==> config.mk <==
export PLATFORM = sky130hd
export DESIGN_NAME = bpu
export DESIGN_NICKNAME = d
export VERILOG_FILES = /design/src/bpu_pkg.sv /design/src/bpu.sv /design/src/btb.sv /design/src/pht_ram.sv
export SDC_FILE = /design/constraint.sdc
export NUM_CORES = 1
export LEC_CHECK = 0
export BUFFER_PORTS_ARGS = -buffer_cell sky130_fd_sc_hd__clkbuf_2
export CAP_MARGIN = 20
export CORE_ASPECT_RATIO = 0.6
export CORE_UTILIZATION = 65
export CTS_BUF_LIST = sky130_fd_sc_hd__clkbuf_8
export CTS_CLUSTER_DIAMETER = 200
export DETAILED_ROUTE_END_ITERATION = 10
export PLACE_DENSITY_LB_ADDON = 0.15
export RECOVER_POWER = 25
export SYNTH_ARGS = -nofsm -noshare
export SYNTH_HDL_FRONTEND = slang
export SYNTH_HIERARCHICAL = 1
export SYNTH_SLANG_ARGS = --single-unit
==> constraint.sdc <==
create_clock -name clk -period 5.8 [get_ports clk]
set_input_delay 1.16 -clock clk [delete_from_list [all_inputs] [get_ports clk]]
set_output_delay 1.16 -clock clk [all_outputs]
set_load 0.02 [all_outputs]
==> src/bpu_pkg.sv <==
package bpu_pkg;

    // instruction address as seen by fetch and execute.
    typedef logic [31:0] addr_t;

    // instructions are word aligned, so the low pc bits carry no index.
    localparam int inst_align_wid = 2;

    // two-bit saturating direction counter.
    typedef enum logic [1:0] {
        strongly_nottaken = 2'b00,
        weakly_nottaken   = 2'b01,
        weakly_taken      = 2'b10,
        strongly_taken    = 2'b11
    } sat_ctr_e;

    // prediction toward fetch stage 1.
    typedef struct packed {
        logic  valid;
        addr_t npc;
    } btb_predict_t;

    // fetch stage 2 found no branch at this pc.
    typedef struct packed {
        logic  valid;
        addr_t pc;
    } btb_invalid_t;

    // branch outcome from execute.
    typedef struct packed {
        logic  valid;
        addr_t pc;
        logic  taken;
        addr_t target;
    } br_resolved_t;

endpackage

==> src/bpu.sv <==
`timescale 1ns/10ps

module bpu #(
    parameter int btb_idx_wid = 4,
    parameter int history_len = 3
) (
    input  logic                  clk,
    input  logic                  arst_n,

    // fetch stage 1.
    input  logic                  stall,
    input  bpu_pkg::addr_t        pc,
    output bpu_pkg::btb_predict_t predict,

    // fetch stage 2.
    input  bpu_pkg::btb_invalid_t btb_invalid,

    // execute.
    input  bpu_pkg::br_resolved_t resolved
);

    import bpu_pkg::*;

    localparam int pht_idx_wid = btb_idx_wid + history_len;

    typedef logic [history_len-1:0] history_t;
    typedef logic [btb_idx_wid-1:0] pc_idx_t;
    typedef logic [pht_idx_wid-1:0] pht_idx_t;

    // global history, newest outcome in bit 0.
    history_t                 history;
    logic [history_len:0]     history_shift;

    // counter table connections.
    pc_idx_t  res_pc_idx;
    pc_idx_t  fetch_pc_idx;
    logic     upd_wen;
    pht_idx_t upd_idx;
    sat_ctr_e upd_data;
    sat_ctr_e upd_rd_data;
    pht_idx_t lookup_idx;
    sat_ctr_e lookup_data;
    sat_ctr_e lookup_hold;
    logic     hold_taken;

    // btb results.
    addr_t    target_pc;
    logic     target_hit;

    assign history_shift = {history, resolved.taken};

    always_ff @(posedge clk or negedge arst_n) begin
        if (!arst_n) begin
            history <= '0;
        end else if (resolved.valid) begin
            history <= history_shift[history_len-1:0];
        end
    end

    assign res_pc_idx   = resolved.pc[inst_align_wid +: btb_idx_wid];
    assign fetch_pc_idx = pc[inst_align_wid +: btb_idx_wid];

    // both ports index with the history before this edge.
    assign upd_wen    = resolved.valid;
    assign upd_idx    = {res_pc_idx, history};
    assign lookup_idx = {fetch_pc_idx, history};

    // one step toward the outcome, saturating at both ends.
    always_comb begin
        upd_data = upd_rd_data;
        case (upd_rd_data)
            strongly_nottaken: begin
                upd_data = resolved.taken ? weakly_nottaken : strongly_nottaken;
            end
            weakly_nottaken: begin
                upd_data = resolved.taken ? weakly_taken : strongly_nottaken;
            end
            weakly_taken: begin
                upd_data = resolved.taken ? strongly_taken : weakly_nottaken;
            end
            strongly_taken: begin
                upd_data = resolved.taken ? strongly_taken : weakly_taken;
            end
            default: begin
                upd_data = weakly_nottaken;
            end
        endcase
    end

    pht_ram #(
        .addr_wid    (pht_idx_wid)
    ) u_pht_ram (
        .clk         (clk),
        .arst_n      (arst_n),
        .upd_wen     (upd_wen),
        .upd_idx     (upd_idx),
        .upd_data    (upd_data),
        .upd_rd_data (upd_rd_data),
        .lookup_idx  (lookup_idx),
        .lookup_data (lookup_data)
    );

    btb #(
        .btb_idx_wid (btb_idx_wid)
    ) u_btb (
        .clk         (clk),
        .arst_n      (arst_n),
        .stall       (stall),
        .pc          (pc),
        .btb_invalid (btb_invalid),
        .resolved    (resolved),
        .target_pc   (target_pc),
        .target_hit  (target_hit)
    );

    // lines up the counter with the registered btb lookup.
    always_ff @(posedge clk or negedge arst_n) begin
        if (!arst_n) begin
            lookup_hold <= weakly_nottaken;
        end else if (!stall) begin
            lookup_hold <= lookup_data;
        end
    end

    assign hold_taken = (lookup_hold == weakly_taken) || (lookup_hold == strongly_taken);

    // predict taken only on a btb hit with a taken counter.
    assign predict.valid = target_hit && hold_taken;
    assign predict.npc   = target_pc;

endmodule

==> src/btb.sv <==
`timescale 1ns/10ps

module btb #(
    parameter int btb_idx_wid = 4
) (
    input  logic                  clk,
    input  logic                  arst_n,

    // fetch stage 1 lookup.
    input  logic                  stall,
    input  bpu_pkg::addr_t        pc,

    // fetch stage 2 invalidation.
    input  bpu_pkg::btb_invalid_t btb_invalid,

    // training from execute.
    input  bpu_pkg::br_resolved_t resolved,

    output bpu_pkg::addr_t        target_pc,
    output logic                  target_hit
);

    import bpu_pkg::*;

    localparam int btb_size = 2 ** btb_idx_wid;
    localparam int tag_wid  = $bits(addr_t) - btb_idx_wid - inst_align_wid;

    typedef logic [btb_idx_wid-1:0] btb_idx_t;
    typedef logic [tag_wid-1:0]     btb_tag_t;

    // index sits just above the alignment bits.
    function automatic btb_idx_t get_idx(input addr_t addr);
        return addr[inst_align_wid +: btb_idx_wid];
    endfunction

    // tag is everything above the index.
    function automatic btb_tag_t get_tag(input addr_t addr);
        return addr[$bits(addr_t)-1 -: tag_wid];
    endfunction

    // entry storage.
    logic [btb_size-1:0] entry_valid;
    btb_tag_t            tag_mem    [btb_size];
    addr_t               target_mem [btb_size];

    // lookup side.
    btb_idx_t lkp_idx;
    btb_tag_t lkp_tag;
    logic     lkp_hit;
    addr_t    lkp_target;

    // training side.
    btb_idx_t train_idx;
    btb_tag_t train_tag;
    logic     train_en;

    // invalidation side.
    btb_idx_t inv_idx;
    btb_tag_t inv_tag;
    logic     inv_match;
    logic     inv_en;

    assign lkp_idx = get_idx(pc);
    assign lkp_tag = get_tag(pc);

    // reads see the state before this edge, no forwarding.
    assign lkp_hit    = entry_valid[lkp_idx] && (tag_mem[lkp_idx] == lkp_tag);
    assign lkp_target = target_mem[lkp_idx];

    // only taken branches allocate or refresh an entry.
    assign train_idx = get_idx(resolved.pc);
    assign train_tag = get_tag(resolved.pc);
    assign train_en  = resolved.valid && resolved.taken;

    assign inv_idx   = get_idx(btb_invalid.pc);
    assign inv_tag   = get_tag(btb_invalid.pc);
    assign inv_match = entry_valid[inv_idx] && (tag_mem[inv_idx] == inv_tag);

    // a taken resolve to the same slot wins over the invalidation.
    assign inv_en = btb_invalid.valid && inv_match &&
                    !(train_en && (train_idx == inv_idx));

    always_ff @(posedge clk or negedge arst_n) begin
        if (!arst_n) begin
            entry_valid <= '0;
        end else begin
            if (inv_en) begin
                entry_valid[inv_idx] <= 1'b0;
            end
            if (train_en) begin
                entry_valid[train_idx] <= 1'b1;
            end
        end
    end

    always_ff @(posedge clk) begin
        if (train_en) begin
            tag_mem[train_idx]    <= train_tag;
            target_mem[train_idx] <= resolved.target;
        end
    end

    // registered lookup result, held while fetch is stalled.
    always_ff @(posedge clk or negedge arst_n) begin
        if (!arst_n) begin
            target_hit <= 1'b0;
        end else if (!stall) begin
            target_hit <= lkp_hit;
        end
    end

    // target is payload only, qualified by target_hit.
    always_ff @(posedge clk) begin
        if (!stall) begin
            target_pc <= lkp_target;
        end
    end

endmodule

==> src/pht_ram.sv <==
`timescale 1ns/10ps

module pht_ram #(
    parameter int addr_wid = 7
) (
    input  logic                  clk,
    input  logic                  arst_n,

    // read-modify-write port used by training.
    input  logic                  upd_wen,
    input  logic [addr_wid-1:0]   upd_idx,
    input  bpu_pkg::sat_ctr_e     upd_data,
    output bpu_pkg::sat_ctr_e     upd_rd_data,

    // lookup port used by fetch.
    input  logic [addr_wid-1:0]   lookup_idx,
    output bpu_pkg::sat_ctr_e     lookup_data
);

    import bpu_pkg::*;

    localparam int depth = 2 ** addr_wid;

    sat_ctr_e ctr_mem [depth];

    // every counter starts weakly not taken.
    always_ff @(posedge clk or negedge arst_n) begin
        if (!arst_n) begin
            for (int i = 0; i < depth; i++) begin
                ctr_mem[i] <= weakly_nottaken;
            end
        end else if (upd_wen) begin
            ctr_mem[upd_idx] <= upd_data;
        end
    end

    // both reads are combinational.
    assign upd_rd_data = ctr_mem[upd_idx];
    assign lookup_data = ctr_mem[lookup_idx];

endmodule
==> results.json <==
{
  "grt_usage_pct": 35.40,
  "r2r_start": "history[0]",
  "syn_avg_cell_area_um2": 17.89,
  "switchingPower_mw": 4.759,
  "clk_pin_slew_ns": 0.07,
  "grt-busiest-layer": "met1",
  "path_cells": "buf_4, mux2_2, a221oi_1, o22ai_1, a22oi_1, nand4_1, or4_1, inv_1, maj3_2, buf_12, mux2_2",
  "numPortBuffers": 160,
  "rsz0062_at_grt": "no",
  "tritoncts": "done",
  "core_um2": 84130,
  "status": "completed",
  "worstMarginPinSlew_ns": 1.194,
  "reg2reg_depth": 11,
  "place_hpwl_um": 92550,
  "grt_pass1_vias": 33390,
  "antenna_found_initial": 12,
  "hold_slack_ns": 0.4048,
  "rrSetupSlack_ns": 0.79,
  "clk_latency_ns": 0.88,
  "drt-initial-drc-count": 4823,
  "cp-endpoint": "u_pht_ram/ctr_mem[88]",
  "max_freq_mhz": 199.8,
  "post-cts-setup-buffer-count": 0,
  "numCtsBuffers": 175,
  "die_width_um": 379.6,
  "core.rowCount": 82,
  "place_congestion": 0.9949,
  "fin_crit_ns": 5.005,
  "slowest_stage": "dfrtp_4",
  "hold_violations": 0,
  "p_leak_nw": 21.53,
  "use_met3_pct": 11.11,
  "avgViaCountPerCell": 7.196,
  "wl_um": 151300,
  "via_count": 33190,
  "end_kind": "flip-flop",
  "drc_errors": 0,
  "cp_max_fo": 76,
  "slowest_delay_ns": 0.95,
  "power.density_nw_per_um2": 308.7,
  "peakVddDrop_mv": 0.2543,
  "cts-root-buf": "clkbuf_8",
  "setup_viol": 0,
  "fin_crit_sh_pct": 86.30,
  "grt_pass1_wl_um": 221800,
  "syn_area_um2": 55620,
  "path_class": "flip-flop to flip-flop",
  "dpl_cell_area_um2": 57720,
  "area_growth_syn_to_layout_pct": 9.721,
  "yosys_warnings": 6,
  "fin_worst_skew_ns": 0.04747,
  "fp.dieH_um": 228.6,
  "htree_levels": 4,
  "post_drt_wl_per_cell_um": 32.80,
  "met2_usage_pct": 50.39,
  "relSlewSlack_pct": 20.11,
  "crit_required_ns": 6.59,
  "path_common_cell": "mux2_2",
  "initial_core_util_pct": 66.11,
  "ctsResizeCount": 0,
  "startpoint": "history[0]",
  "drv_slew": 0,
  "regToRegEndpoint": "u_pht_ram/ctr_mem[88]",
  "critPathLaunchType": "flip-flop",
  "p_total_mw": 18.84,
  "drive_above_1_share_pct": 34.34,
  "hold_buffers": 0,
  "cts_buffer_depth": 3,
  "ios": 167,
  "p_sw_share_pct": 25.26,
  "arrival_ns": 5.79,
  "fin_nets": 3463,
  "cts_sinks": 1237,
  "dieArea_um2": 86780,
  "use_met1_pct": 52.53,
  "ant_nets": 0,
  "pwr-share-comb_pct": 10.8,
  "design_area_um2": 61020,
  "syn_inst": 3109,
  "syn_nets": 3243,
  "share_seq_of_total_power_pct": 54.2,
  "clockPowerShare_pct": 35.1,
  "grt_max_degree": 130,
  "maxCapViolCount": 0,
  "hold_path.class": "primary input to async pin",
  "internal-power_mw": 14.08,
  "drtPass1Iterations": 5,
  "n_fill_cell": 5065,
  "overflow": 0
}
-- worst min-delay path by stage --
stage / endpoint / cells past startpoint
after floorplan: u_btb/target_hit / 1
after global placement: u_btb/target_hit / 1
after detailed placement: lookup_hold[1] / 1
after CTS: u_pht_ram/ctr_mem[117] / 1
after global routing: u_pht_ram/ctr_mem[117] / 1
final: u_pht_ram/ctr_mem[117] / 1
-- worst max-delay path, delay by kind of cell, from the launching register on --
kind	cells	cell delay, ns
AO/OA/AOI/OAI	3	0.98
AND/OR/NAND/NOR	2	0.58
flip-flops	1	0.95
adder cells (fa/ha/maj)	1	0.88
multiplexers	2	0.63
buffers and inverters	3	0.81
-- through the flow --
step | setup WS [ns] | std cells | utilization (%) | setup TNS [ns]
floorplan | -0.2198 | 3109 | - | -38.27
global placement | 1.013 | 4285 | 68.60 | 0
detailed placement | 0.9769 | 4286 | 68.61 | 0
CTS | 1.056 | 4605 | 72.58 | 0
global route | 0.6536 | 4610 | 72.53 | 0
finish | 0.7949 | 4612 | 72.53 | 0
-- state kept, by name, indices dropped and copies added (netlist names) --
register,count
history,3
u_pht_ram/ctr_mem,256
u_btb/target_pc,32
u_btb/entry_valid,16
u_btb/target_mem,512
u_btb/tag_mem,416
lookup_hold,1
u_btb/target_hit,1
-- layout by cell type (no fill, tap or decap), types with 12 or more instances in the layout --
master    instances
mux2i_1         159
nor2_1          106
nor2_4           12
clkinv_2         20
nor2b_1          23
buf_12           14
o22ai_1          22
xor2_1           33
mux2_1           67
edfxtp_1        960
nor3_1           13
clkbuf_8        190
clkbuf_1         46
nand3_1          25
xnor2_1          22
nand2b_1         19
mux4_2          358
clkinv_1         33
a22oi_1          59
buf_4            89
clkbuf_2        107
mux2_2          221
mux4_1           29
o21ai_0          24
nand4_1          12
a31oi_1          18
inv_1            70
dfstp_2         128
nor4_1           32
nand2_1         178
a21oi_1          32
a22o_1           14
a221oi_1         42
dfrtp_1         146
-- power by group through the flow --
stage | combinational [mW] | clock (mW) | sequential, mW
after floorplan | 1.31 | 0 | 10.3
after CTS | 1.97 | 6.71 | 10.2
after global placement | 1.91 | 0 | 10.3
final | 2.03 | 6.61 | 10.2
after global routing | 2.11 | 7.09 | 10.2
after detailed placement | 1.97 | 0 | 10.4
-- per-layer routing --
layer | share of wire, % | up-vias
met5 | 0.038 | -
met1 | 40 | 17250
met4 | 2.8 | 10
li1 | - | 13130
met3 | 13 | 350
met2 | 44 | 2451
-- area by class of cell --
cell class | instances | area (um2) | share of cell area, %
Antenna cell | 7 | 17.52 | 0.02871
Multi-Input combinational cell | 1638 | 18540 | 30.38
Inverter | 17 | 66.31 | 0.1087
Tap cell | 1134 | 1419 | 2.325
Clock buffer | 190 | 2615 | 4.285
Timing Repair Buffer | 260 | 1713 | 2.807
Clock inverter | 129 | 726.9 | 1.191
Sequential cell | 1237 | 35930 | 58.88
Note: power is estimated with default switching activity, not from simulation.
